===== src/verilog/mips_pkg.sv =====
package mips_pkg;

	// data word for registers, pc, results and bus data
	typedef logic [31:0] word_t;
	// architectural register index
	typedef logic [4:0] reg_idx_t;
	// byte address on the AXI4-Lite port
	typedef logic [7:0] axil_addr_t;

	// ALU operation carried from decode to execute
	// syscall rides as its own code so execute can flag the event
	typedef enum logic [3:0] {
		ALU_ADDU,
		ALU_SUBU,
		ALU_AND,
		ALU_OR,
		ALU_XOR,
		ALU_SLT,
		ALU_SLL,
		ALU_SRL,
		ALU_LUI,
		ALU_MULT,
		ALU_MTHI,
		ALU_MTLO,
		ALU_PASS,
		ALU_NOP,
		ALU_SYSCALL
	} alu_op_t;

	// operand override applied by the register file read
	typedef enum logic [2:0] {
		OPSEL_REGS,
		OPSEL_SYSCALL,
		OPSEL_JAL,
		OPSEL_HI,
		OPSEL_LO
	} opsel_t;

	// primary opcodes
	localparam logic [5:0] OP_RTYPE = 6'h00;
	localparam logic [5:0] OP_JAL = 6'h03;
	localparam logic [5:0] OP_ADDIU = 6'h09;
	localparam logic [5:0] OP_ORI = 6'h0d;
	localparam logic [5:0] OP_LUI = 6'h0f;

	// R-type funct codes
	localparam logic [5:0] FN_SLL = 6'h00;
	localparam logic [5:0] FN_SRL = 6'h02;
	localparam logic [5:0] FN_SYSCALL = 6'h0c;
	localparam logic [5:0] FN_MFHI = 6'h10;
	localparam logic [5:0] FN_MTHI = 6'h11;
	localparam logic [5:0] FN_MFLO = 6'h12;
	localparam logic [5:0] FN_MTLO = 6'h13;
	localparam logic [5:0] FN_MULT = 6'h18;
	localparam logic [5:0] FN_ADDU = 6'h21;
	localparam logic [5:0] FN_SUBU = 6'h23;
	localparam logic [5:0] FN_AND = 6'h24;
	localparam logic [5:0] FN_OR = 6'h25;
	localparam logic [5:0] FN_XOR = 6'h26;
	localparam logic [5:0] FN_SLT = 6'h2a;

	// fixed register numbers
	localparam reg_idx_t REG_ZERO = 5'd0;
	localparam reg_idx_t REG_V0 = 5'd2;
	localparam reg_idx_t REG_A0 = 5'd4;
	localparam reg_idx_t REG_SP = 5'd29;
	localparam reg_idx_t REG_RA = 5'd31;

	// host address map
	localparam axil_addr_t ADDR_INSTR = 8'h00;
	localparam axil_addr_t ADDR_PC = 8'h04;
	localparam axil_addr_t ADDR_SYS_V0 = 8'h08;
	localparam axil_addr_t ADDR_SYS_A0 = 8'h0c;
	localparam axil_addr_t ADDR_SYS_COUNT = 8'h10;
	localparam axil_addr_t ADDR_HI = 8'h14;
	localparam axil_addr_t ADDR_LO = 8'h18;
	// register r sits at base + 4*r
	localparam axil_addr_t ADDR_REG_BASE = 8'h80;

	// AXI response codes
	localparam logic [1:0] AXI_RESP_OKAY = 2'b00;
	localparam logic [1:0] AXI_RESP_SLVERR = 2'b10;

endpackage


===== src/verilog/axil_instr_port.sv =====
`timescale 1ns/1ns

module axil_instr_port (
	input  logic                 clk,
	input  logic                 rst,
	input  logic                 s_awvalid,
	output logic                 s_awready,
	input  mips_pkg::axil_addr_t s_awaddr,
	input  logic                 s_wvalid,
	output logic                 s_wready,
	input  mips_pkg::word_t      s_wdata,
	output logic                 s_bvalid,
	input  logic                 s_bready,
	output logic [1:0]           s_bresp,
	input  logic                 s_arvalid,
	output logic                 s_arready,
	input  mips_pkg::axil_addr_t s_araddr,
	output logic                 s_rvalid,
	input  logic                 s_rready,
	output mips_pkg::word_t      s_rdata,
	output logic [1:0]           s_rresp,
	input  logic                 retire,
	input  mips_pkg::word_t      dbg_data,
	input  mips_pkg::word_t      hi,
	input  mips_pkg::word_t      lo,
	input  mips_pkg::word_t      sys_v0,
	input  mips_pkg::word_t      sys_a0,
	input  mips_pkg::word_t      sys_count,
	output logic                 instr_valid,
	output mips_pkg::word_t      instr,
	output mips_pkg::word_t      pc,
	output mips_pkg::reg_idx_t   dbg_idx
);
	import mips_pkg::*;

	typedef enum logic [1:0] {WR_IDLE, WR_BUSY, WR_RESP} wr_state_t;
	typedef enum logic {RD_IDLE, RD_DATA} rd_state_t;

	wr_state_t wr_state;
	rd_state_t rd_state;
	logic      wr_rdy;
	logic      wr_fire;
	logic      rd_fire;
	logic      reg_hit;
	logic      rd_err;
	word_t     rd_mux;

	// aw and w are taken together, only while idle
	assign s_awready = wr_rdy;
	assign s_wready = wr_rdy;
	assign wr_fire = wr_rdy && s_awvalid && s_wvalid;

	always_ff @(posedge clk) begin
		if (rst) begin
			wr_state <= WR_IDLE;
			wr_rdy <= 1'b0;
			s_bvalid <= 1'b0;
			s_bresp <= AXI_RESP_OKAY;
			instr_valid <= 1'b0;
			pc <= '0;
		end else begin
			// instr_valid is a single-cycle pulse
			instr_valid <= 1'b0;
			case (wr_state)
				WR_IDLE: begin
					wr_rdy <= 1'b1;
					if (wr_fire) begin
						wr_rdy <= 1'b0;
						s_bresp <= AXI_RESP_OKAY;
						if (s_awaddr == ADDR_INSTR) begin
							instr <= s_wdata;
							instr_valid <= 1'b1;
							wr_state <= WR_BUSY;
						end else if (s_awaddr == ADDR_PC) begin
							pc <= s_wdata;
							s_bvalid <= 1'b1;
							wr_state <= WR_RESP;
						end else begin
							// unmapped write, no side effect
							s_bresp <= AXI_RESP_SLVERR;
							s_bvalid <= 1'b1;
							wr_state <= WR_RESP;
						end
					end
				end
				WR_BUSY: begin
					// answer only once the instruction has retired
					if (retire) begin
						s_bvalid <= 1'b1;
						wr_state <= WR_RESP;
					end
				end
				default: begin
					if (s_bready) begin
						s_bvalid <= 1'b0;
						wr_rdy <= 1'b1;
						wr_state <= WR_IDLE;
					end
				end
			endcase
		end
	end

	// read side runs on its own
	assign s_arready = (rd_state == RD_IDLE);
	assign s_rvalid = (rd_state == RD_DATA);
	assign rd_fire = s_arvalid && s_arready;

	// register window, word aligned only
	assign reg_hit = (s_araddr >= ADDR_REG_BASE) && (s_araddr[1:0] == 2'b00);
	assign dbg_idx = s_araddr[6:2];

	always_comb begin
		rd_mux = '0;
		rd_err = 1'b0;
		case (s_araddr)
			ADDR_SYS_V0: rd_mux = sys_v0;
			ADDR_SYS_A0: rd_mux = sys_a0;
			ADDR_SYS_COUNT: rd_mux = sys_count;
			ADDR_HI: rd_mux = hi;
			ADDR_LO: rd_mux = lo;
			default: begin
				if (reg_hit) begin
					rd_mux = dbg_data;
				end else begin
					rd_err = 1'b1;
				end
			end
		endcase
	end

	always_ff @(posedge clk) begin
		if (rst) begin
			rd_state <= RD_IDLE;
		end else if (rd_state == RD_IDLE) begin
			if (rd_fire) begin
				rd_state <= RD_DATA;
			end
		end else if (s_rready) begin
			rd_state <= RD_IDLE;
		end
	end

	// data captured at the address handshake, held until rready
	always_ff @(posedge clk) begin
		if (rd_fire) begin
			s_rdata <= rd_mux;
			s_rresp <= rd_err ? AXI_RESP_SLVERR : AXI_RESP_OKAY;
		end
	end

endmodule


===== config.mk =====
export PLATFORM = sky130hd
export DESIGN_NAME = axil_instr_port
export DESIGN_NICKNAME = d
export VERILOG_FILES = /design/src/verilog/mips_pkg.sv /design/src/verilog/axil_instr_port.sv
export SDC_FILE = /design/constraint.sdc
export NUM_CORES = 1
export LEC_CHECK = 0
export BUFFER_PORTS_ARGS = -buffer_cell sky130_fd_sc_hd__buf_2
export CAP_MARGIN = 20
export CELL_PAD_IN_SITES_DETAIL_PLACEMENT = 0
export CELL_PAD_IN_SITES_GLOBAL_PLACEMENT = 1
export CORE_MARGIN = 4
export CORE_UTILIZATION = 26
export DETAILED_ROUTE_END_ITERATION = 6
export PLACE_DENSITY = 0.82
export REMOVE_ABC_BUFFERS = 1
export SYNTH_ARGS = -nofsm -noshare
export SYNTH_HDL_FRONTEND = slang
export SYNTH_SLANG_ARGS = --single-unit

===== constraint.sdc =====
create_clock -name clk -period 3.32 [get_ports clk]
set_input_delay 0.498 -clock clk [delete_from_list [all_inputs] [get_ports clk]]
set_output_delay 0.498 -clock clk [all_outputs]
set_load 0.005 [all_outputs]

==> results.md, run 1 <==
- TritonCTS buffer count: 9
- Synth warn: 0
- Yosys reg bits: roughly 100
- Clock sinks: 104
- Hold slack: 0.340 ns
- Slew Viols, Final: 0
- Vias: 4869
- Post-DP HPWL: about 14 mm
- Register area: 2730 um2
- Io pins: 359
- Synth Cell Area: 4850 um2
- Pwr dens: 394 nW/um2
- Upper clock frequency limit: 416 MHz
- Hold Fails Final Rpt: 0
- Share of cells above drive strength 1: 53.7%
- Post-Syn Area per Cell: roughly 11 um2
- Filler instances: 1855
- Hold Startpoint: s_wdata[30]
- Routability-driven placement congestion ratio: 0.821
- P_leak: 3.11 nW
- R2r worst-path depth: 5
- Most frequent cells in the layout: buf_2 (356), nand2_1 (101), a21oi_1 (66)
- Asr flop ratio synth: 0%
- RSZ-0062 raised after global routing: no
- Port bufs: 356
- Reg-to-Reg Start: wr_state[0]
- Status: finished, final reports clean
- Setup Buffers After CTS: 0
- CTS root buffer: clkbuf_16
- Critical Path Source Type: input port
- CTS tree: done
- Clk Latency, worst-skew pair: 0.34 ns
- Number of flops mapped to enable cells by yosys: 65
- Post-layout net count: around 1000
- Starting Density: between 20% and 30%
- Netlist cell types: 37
- Die W: approximately 140 um
- H-Tree Depth: 3
- Vias in the first global route: 4733
- Global-route usage over all layers: 15.9%
- Overflow after GRT: 0
- Post-CTS Resized: 0
- Skew final: 0.0119 ns
- VDD IR max: 0.222 mV
- Slew margin rel.: 40.8%
- Final setup fails: 0
- Largest net degree at the start of global routing: roughly 40
- Sequential cell area fraction in the yosys report: roughly 56%
- Area taken by multi-input logic gates: 1920 um2
- Critical Path RT: 3.31 ns
- Max Root-Sink Buffers: 2
- Avg Vias per Cell: 4.76
- Max-Cap Viols: 0
- Global-route wire length before repair: 25.7 mm
- CP Capture Type: flip-flop
- Hold Path Cell Cnt: 1
- Final Cycle Share: 72.4%
- Post-DP Area: about 6800 um2
- Cell area after layout: 7100 um2
- CP Class: input port to flip-flop
- Fin cells: 1023
- CORE AREA: between 15000 and 20000 um2
- Clk slew on worst S/H paths: around 0.08 ns
- Slew @ Worst Pin: 0.886 ns
- R2r setup slk: 1.11 ns
- DRT iter0 DRCs: 127
- Routed Antenna Nets: 0
- Die area: 20900 um2
- Final min period: around 2.4 ns
- RR Endpoint: instr[1]
- Residual DRC count: 0
- Drt wl/cell: 17.8 um
- CP max FO: 32
- Placed insts: 1005
- Syn Inst Count: 452
- Power Total: 2.80 mW
- Cts hold-fix bufs: 0
- HP Class: input port to flip-flop
- Core Rows: slightly below 50
- Commonest non-fill, non-tap cell in the layout: buf_2
- Drt pass-1 iters: 4
- Die Height: 145 um
- Routed WL: 18.3 mm
- Area delta synth->final: 46.2%
- WHS Endpoint: instr[30]
- Primary FF master, synth: edfxtp_1
- CP arrival: between 2 and 2.5 ns
- Initial antenna violation count: 0
power breakdown:
part	switching (mW)	leakage (nW)	internal, mW	total, mW
clock network	0.505	0.137	0.524	1.03
logic	0.168	2.04	0.191	0.359
registers	0.00996	0.928	1.40	1.41
flip-flops by register name, indices dropped and copies added, names as in the netlist:
signal       count
pc              32
s_rvalid         1
s_bvalid         1
s_bresp          1
instr           32
wr_state         2
s_rresp          1
s_rdata         32
s_awready        1
instr_valid      1
cell usage after synthesis (2+ instances only):
cell,instances,area (um2)
or2_2,3,18.8
nor2_1,7,26.3
buf_2,10,50.1
a21oi_1,66,330
buf_6,3,33.8
or3_1,2,12.5
a22oi_1,31,233
a221o_1,32,320
mux2_2,32,360
o21ai_0,4,20.0
clkbuf_1,23,86.3
inv_1,2,7.51
nand2_1,101,379
dfxtp_1,39,781
nor2b_1,2,12.5
buf_4,8,60.1
nand3_1,3,15.0
edfxtp_1,65,1950
how the worst max path moves through the flow:
stage	startpoint	endpoint	slack, ns	cells past startpoint
2_1_floorplan	s_awaddr[5]	instr[0]	-0.21	4
3_3_place_gp	s_awaddr[5]	instr[18]	0.60	6
3_5_place_dp	s_awaddr[5]	instr[5]	0.55	6
4_1_cts	s_awaddr[5]	instr[17]	0.92	6
5_1_grt	s_awaddr[5]	instr[17]	0.84	6
6_report	s_awaddr[5]	instr[1]	0.92	6
critical path, stage by stage:
cell    delay (ns)
buf_2         0.09
or4_4         0.55
or2_2         0.34
or3_1         0.40
nor2_2        0.09
buf_4         0.39
cell families after synthesis:
logic type / share of synthesized area [%]
muxes: 7.63
and+or+nand+nor: 11.6
AOI/OAI and AO/OA: 19.5
DFF: 56.3
other: 0.0772
buffers and inverters: 4.90
cell type report:
cell class                 instances  area share [%]
sequential                       104            38.5
multi-input combinational        303            27.1
timing repair buffer             367            26.3
tap                              229            4.04
clock buffer                      10            3.23
clock inverter                     6           0.758
inverter                           2           0.106
antenna                            2          0.0705
metrics by stage:
step                worst slack (ns)  setup TNS [ns]  util [%]
floorplan                     -0.211           -6.74         -
detailed placement             0.553               0      37.5
global placement               0.600               0      37.5
finish                         0.917               0      39.1
CTS                            0.922               0      39.1
global route                   0.841               0      39.1
metal layers:
metal / global-route usage (%) / wire length (um) / vias up
li1: - / - / 2349
met1: 19.1 / 7420 / 2258
met2: 26.7 / 8650 / 239
met3: 5.42 / 1810 / 23
met4: 5.30 / 376 / 0
met5: 0 / 0 / -
(Power assumes the default switching activity.)
==> run 2, diff against run 1 <==
Settings changed: ABC_AREA set to 1, CORE_UTILIZATION 26 to 30, PLACE_DENSITY 0.82 to 0.86.
Clock period 3.32 ns to 2.44 ns, I/O delays scaled along.
==> run 2 against run 1 <==
Compared with the run above: critical path depth increased by 1; clock power increased by 61%; final cell count increased by 35%; count of clock-buffer cells in the layout decreased by 1; setup slack got worse by 0.12 ns; first-iteration DRC count increased by 29%; register-to-register slack got worse by 0.31 ns; die area increased by 8.6%; wire length increased by 14%; clock skew about the same; synthesized area increased by 26%; flip-flop and latch count unchanged.
==> results.md, run 2 <==
- VDD IR max: 0.278 mV (+25%)
- Fin cells: 1383 (+35%)
- Die W: 151 um (+4.2%)
- CTS tree: done
- H-Tree Depth: 3 (unchanged)
- DRT iter0 DRCs: 164 (+29%)
- R2r worst-path depth: 7 (+2)
- Cell area after layout: 8370 um2 (+18%)
- Post-synth top area share: 31.9% (-8.3 points)
- Yosys top cell by area: edfxtp_1
- CTS root buffer: clkbuf_16
- Fin util: 42.5% (+3.3 points)
- Syn Inst Count: 777 (+72%)
- WHS Endpoint: instr[2]
- Slowest stage delay, CP: 0.39 ns (-0.16 ns)
- Residual DRC count: 0 (unchanged)
- Clk slew on worst S/H paths: 0.08 ns (about the same)
- Drt wl/cell: 15.1 um (-15%)
- Routed Antenna Nets: 0 (unchanged)
- Critical Path RT: 2.72 ns (-0.59 ns)
- Status: finished, final reports clean
- Share of cells above drive strength 1: 43.1% (-11 points)
- Yosys reg bits: 104 (unchanged)
- Critical Path Source Type: flip-flop
- Setup Buffers After CTS: 0 (unchanged)
- Vias: 6115 (+26%)
- RSZ-0062 raised after global routing: no
- Most common cell type on the critical path: nand2_1
- Synth Cell Area: 6110 um2 (+26%)
- TritonCTS buffer count: 9 (unchanged)
- Hold Fails Final Rpt: 0 (unchanged)
- Post-Syn Area per Cell: 7.86 um2 (-27%)
- Core Rows: 51 (+4.1%)
- Most frequent cells in the layout: buf_2 (356), nand2_1 (177), nor2_1 (136)
- Final Cycle Share: 67.2%
- R2r setup slk: 0.80 ns (-0.31 ns)
- Reg-to-Reg Start: s_awready
- Slew Viols, Final: 0 (unchanged)
- Sequential cell area fraction in the yosys report: 44.7% (-12 points)
- Final setup fails: 0 (unchanged)
- Pwr dens: 502 nW/um2 (+27%)
- Routability-driven placement congestion ratio: 0.865 (+5.4%)
- Upper clock frequency limit: 609 MHz
- CORE AREA: 19700 um2 (+8.7%)
- Setup TNS: 0 ns (unchanged)
- CP Capture Type: flip-flop
- Initial antenna violation count: 1 (+1)
- Hold Startpoint: s_wdata[2]
- Global-route usage over all layers: 17.3% (+1.3 points)
- Io pins: 359 (unchanged)
- HP Class: input port to flip-flop
- Top cells by area, synth: edfxtp_1 (32%), dfxtp_1 (13%), nand3_2 (12%)
- Worst path slowest cell: dfxtp_1
- Largest net degree at the start of global routing: 69 (+68%)
- CP arrival: 1.92 ns (-0.47 ns)
- Post-DP Area: 8030 um2 (+18%)
- Placed insts: 1366 (+36%)
- Skew final: 0.0115 ns (-0.000400 ns)
- Die area: 22700 um2 (+8.6%)
- CP Cell Sequence: nand3_1 -> nor2_4 -> nand3_4 -> buf_12 -> nand2_1 -> nand2_1 -> nor2_1
- Die Height: 151 um (+4.2%)
- Drt pass-1 iters: 4 (unchanged)
- Area taken by multi-input logic gates: 2590 um2 (+35%)
- Post-layout net count: 1360 (+31%)
- Starting Density: 31.0% (+4.2 points)
- CP max FO: 43 (+34%)
- Clock sinks: 104 (unchanged)
- Number of flops mapped to enable cells by yosys: 65 (unchanged)
- Area delta synth->final: 37.0%
- Register area: 2730 um2 (unchanged)
- Hold Path Cell Cnt: 1 (unchanged)
- Port bufs: 356 (unchanged)
- Global-route wire length before repair: 30.4 mm (+18%)
- Filler instances: 2055 (+11%)
- CP Buf/Inv Count: 1 (-1)
- RR Endpoint: pc[16]
- Overflow after GRT: 0 (unchanged)
- Avg Vias per Cell: 4.42 (-7.1%)
- CP Class: flip-flop to flip-flop
- Routed WL: 20.9 mm (+14%)
- Max Root-Sink Buffers: 2 (unchanged)
- Synth top cells by count: nand2_1 (177), nor2_1 (137), inv_1 (110)
- Max-Cap Viols: 0 (unchanged)
- Netlist cell types: 31 (-16%)
- Commonest non-fill, non-tap cell in the layout: buf_2
- Primary FF master, synth: edfxtp_1
- Post-CTS Resized: 0 (unchanged)
- Synth warn: 0 (unchanged)
- Post-DP HPWL: 16.3 mm (+13%)
- Cell with the most instances after synthesis: nand2_1
- Slew @ Worst Pin: 0.561 ns (-0.325 ns)
- Delay-heaviest family, CP: simple AND/OR/NAND/NOR gates
- P_leak: 4.57 nW (+47%)
- Slew margin rel.: 62.6% (+22 points)
- Asr flop ratio synth: 0% (unchanged)
- Largest registers: instr x32, pc x32, s_rdata x32
- Final min period: 1.64 ns
- Cts hold-fix bufs: 0 (unchanged)
- Vias in the first global route: 5792 (+22%)
- Clk Latency, worst-skew pair: 0.35 ns (about the same)
[run 2: cell types whose count changed in the layout (fill, tap and decap cells not counted), sizes merged, moves of 31 or more]
cell | previous run | this run
nor2 | 7 | 145
a22oi | 31 | 0
inv | 5 | 117
a221o | 32 | 0
nand3 | 3 | 167
nand2 | 101 | 182
a21oi | 66 | 2
mux2 | 32 | 0
[run 2: routing by layer]
layer / up-vias / wire, um / global-route usage, %
met5: - / 0 / 0
met4: 0 / 276 / 4.44
met3: 14 / 2260 / 5.72
met2: 277 / 10100 / 29.3
met1: 2731 / 8280 / 21.1
li1: 3093 / - / -
[run 2: metrics by stage]
stage                     power (mW)  setup slack, ns  hold WS, ns
after floorplan                 2.22            0.193        0.444
after global placement          2.58            0.650        0.436
after detailed placement        2.58            0.622        0.453
after CTS                       4.27            0.778        0.194
after global routing            4.42            0.572        0.185
final                           4.20            0.799        0.213
[run 2: logic make-up after synthesis]
group	Yosys count	synth area share, %
buffers and inverters	164	13.0
other	1	0.0614
and+or+nand+nor	501	41.6
AOI/OAI and AO/OA	7	0.635
DFF	104	44.7
[run 2: cell type report]
type | instances | share of cell area [%]
Tap cell | 265 | 3.96
Inverter | 115 | 5.16
Multi-Input combinational cell | 510 | 31.0
Sequential cell | 104 | 32.6
Clock inverter | 7 | 1.36
Clock buffer | 9 | 2.69
Antenna cell | 1 | 0.0299
Timing Repair Buffer | 372 | 23.2
[run 2: power breakdown]
part / leakage [nW] / switching, mW / internal [mW] / total, mW
clock network: 0.165 / 0.736 / 0.927 / 1.66
logic: 3.48 / 0.312 / 0.260 / 0.572
registers: 0.925 / 0.0303 / 1.93 / 1.96
total: 4.57 / 1.08 / 3.12 / 4.20
[run 2: how the worst max path moves through the flow]
stage | endpoint | depth (start not counted) | slack [ns] | start
after global placement | s_rdata[0] | 8 | 0.65 | s_araddr[5]
final | pc[16] | 7 | 0.80 | s_awready
after CTS | pc[13] | 7 | 0.78 | s_awready
after global routing | pc[2] | 7 | 0.57 | s_awready
after floorplan | instr[0] | 2 | 0.19 | rst
after detailed placement | s_rdata[0] | 8 | 0.62 | s_araddr[5]
==> run 3, diff against run 2 <==
Settings changed: CORE_UTILIZATION 30 to 27, PLACE_DENSITY 0.86 to 0.82.
Clock period 2.44 ns to 1.3 ns, I/O delays scaled along.
==> run 3 against run 2 <==
Compared with the run above: the run now ends with negative setup slack left; final cell count is 4.8% higher; setup slack got worse by 0.91 ns; die area increased by 11%; non-clock buffer count is 51 higher; power rose by 84%; wire length is 11% higher; maximum frequency up 16%; combinational power grew 130%; critical endpoint is now pc[21]; largest cell class unchanged; highest routed layer is now met5.
==> results.md, run 3 (synthesized netlist as in run 2, its figures left out) <==
- Status: complete, but fails checks
- Failing checks: negative setup slack
- H-Tree Depth: 3 (unchanged)
- Most frequent cells in the layout: buf_2 (356), nand2_1 (168), nor2_1 (121)
- VDD IR max: 0.805 mV (+190%)
- Final Cycle Share: 109% (+41 points)
- Combinational power share: 17.3% (+3.7 points)
- Switching Share: 26.9% (+1.3 points)
- Die W: 158 um (+5.1%)
- DRT iter0 DRCs: 238 (+45%)
- CTS root buffer: clkbuf_16
- CP Capture Type: flip-flop
- Area delta synth->final: 50.1%
- Max Root-Sink Buffers: 2 (unchanged)
- Initial antenna violation count: 4 (+3)
- CORE AREA: 22000 um2 (+12%)
- Routed Antenna Nets: 0 (unchanged)
- Global-route usage over all layers: 16.2% (-1.1 points)
- Vias in the first global route: 5910 (+2.0%)
- Critical Path RT: 1.54 ns (-1.18 ns)
- Residual DRC count: 0 (unchanged)
- Vias: 6378 (+4.3%)
- Critical Path Source Type: flip-flop
- Skew final: 0.0102 ns (-0.00126 ns)
- Io pins: 359 (unchanged)
- Cts hold-fix bufs: 0 (unchanged)
- Clk Latency, worst-skew pair: 0.34 ns (about the same)
- Post-route setup slack: -0.112 ns (-0.912 ns)
- Max-Cap Viols: 0 (unchanged)
- TritonCTS buffer count: 9 (unchanged)
- Final setup fails: 52 (+52)
- Drt pass-1 iters: 4 (unchanged)
- CTS tree: done
- P_leak: 4.91 nW (+7.5%)
- Slew Viols, Final: 0 (unchanged)
- RSZ-0062 raised after global routing: yes
- HP Class: input port to flip-flop
- Top Metal Used: met5
- WL met3: 2.25 mm (-0.40%)
- Avg Vias per Cell: 4.40 (-0.45%)
- Share of cells above drive strength 1: 48.2% (+5.1 points)
- Clock sinks: 104 (unchanged)
- Final min period: 1.41 ns (-0.228 ns)
- Setup TNS: -1.58 ns (-1.58 ns)
- Global-route wire length before repair: 31.6 mm (+3.9%)
- CP Class: flip-flop to flip-flop
- Port bufs: 356 (unchanged)
- Clk slew on worst S/H paths: 0.08 ns (about the same)
- CP arrival: 1.65 ns (-0.27 ns)
- Pwr dens: 841 nW/um2 (+68%)
- Commonest non-fill, non-tap cell in the layout: buf_2
- R2r setup slk: -0.11 ns (-0.91 ns)
- Post-DP HPWL: 17.5 mm (+7.7%)
- Wl on met1: 8.94 mm (+7.9%)
- Clock network power share: 34.9% (-4.7 points)
- Metal2 WL: 11.2 mm (+12%)
- Largest net degree at the start of global routing: 59 (-14%)
- Overflow after GRT: 0 (unchanged)
- Drt wl/cell: 15.9 um (+5.6%)
- Die area: 25100 um2 (+11%)
- Die Height: 158 um (+5.1%)
- CP max FO: 7 (-84%)
- Sw Pwr: 2.08 mW (+93%)
- Int Pwr: 5.64 mW (+81%)
- Starting Density: 27.7% (-3.2 points)
- Routability-driven placement congestion ratio: 0.889 (+2.8%)
- Seq pwr share: 47.8% (+1.0 points)
- Cell area after layout: 9170 um2 (+9.6%)
- Hold Fails Final Rpt: 0 (unchanged)
- Post-layout net count: 1412 (+3.8%)
- Upper clock frequency limit: 708 MHz (+16%)
- Largest registers: instr x32, pc x32, s_rdata x32
- # diodes: 0 (-1)
- Core Rows: 54 (+5.9%)
- Post-DP Area: 8520 um2 (+6.1%)
- Routed WL: 23.1 mm (+11%)
[run 3: cell count changes in the layout (fill, tap and decap cells not counted), moves of 3 or more]
cell / before / now
dfxtp_2: 0 / 3
dfxtp_1: 39 / 36
nand2_2: 3 / 11
buf_12: 3 / 17
buf_6: 0 / 5
nor2_1: 136 / 121
nand2_1: 177 / 168
clkbuf_16: 9 / 15
buf_4: 13 / 37
nor2_2: 4 / 17
[run 3: layer usage]
metal  vias to the layer above  track usage (%)
li1                       3206                -
met4                         8             4.02
met1                      2836             19.5
met2                       289             27.4
met5                         -                0
met3                        39             6.01
[run 3: final cells by class]
cell class | instances | area (um2)
clock buffer | 9 | 225
clock inverter | 7 | 61.3
fill | 2248 | 12900
inverter | 115 | 432
multi-input combinational | 511 | 2700
sequential | 104 | 2740
tap | 280 | 350
timing repair buffer | 423 | 2660
[run 3: per-stage QoR]
stage / setup WS, ns / hold slack [ns] / power (mW) / instances / util (%)
2_1_floorplan: -0.776 / 0.294 / 4.16 / 729 / -
3_3_place_gp: -0.197 / 0.391 / 5.04 / 1421 / 38.7
3_5_place_dp: -0.221 / 0.388 / 5.05 / 1421 / 38.7
4_1_cts: 0.00279 / 0.0181 / 7.79 / 1438 / 40.2
5_1_grt: -0.189 / 0.0208 / 8.10 / 1449 / 41.6
6_report: -0.112 / 0.0426 / 7.71 / 1449 / 41.6
[run 3: power by group through the flow]
stage / clock network, mW / registers (mW) / logic, mW
after global placement: 0 / 3.75 / 1.29
final: 2.69 / 3.69 / 1.34
after floorplan: 0 / 3.77 / 0.385
after detailed placement: 0 / 3.75 / 1.30
after global routing: 2.92 / 3.71 / 1.47
after CTS: 2.79 / 3.68 / 1.31
[run 3: what timing repair did]
item / in CTS / in global routing
resized for setup: 7 / 35
setup buffers: 0 / 1
pin swaps: 0 / 6
cloned: 1 / 10
setup endpoints to repair: 33 / 62
[run 3: final timing paths]
kind,cells after the start,endpoint,from
worst max-delay path,8,pc[21],s_awready
worst min-delay path,1,instr[2],s_wdata[2]
worst max register to register,8,pc[21],s_awready
worst min register to register,2,s_bvalid,s_bvalid
[run 3: worst max-delay path, cell delays in order, from the launching register on]
cell and delay [ns]:
dfxtp_2 0.36, nand3_4 0.08, nor2_4 0.12, buf_6 0.12
buf_12 0.10, nand3_4 0.12, clkbuf_16 0.22, nor2_1 0.11
nor2_1 0.07
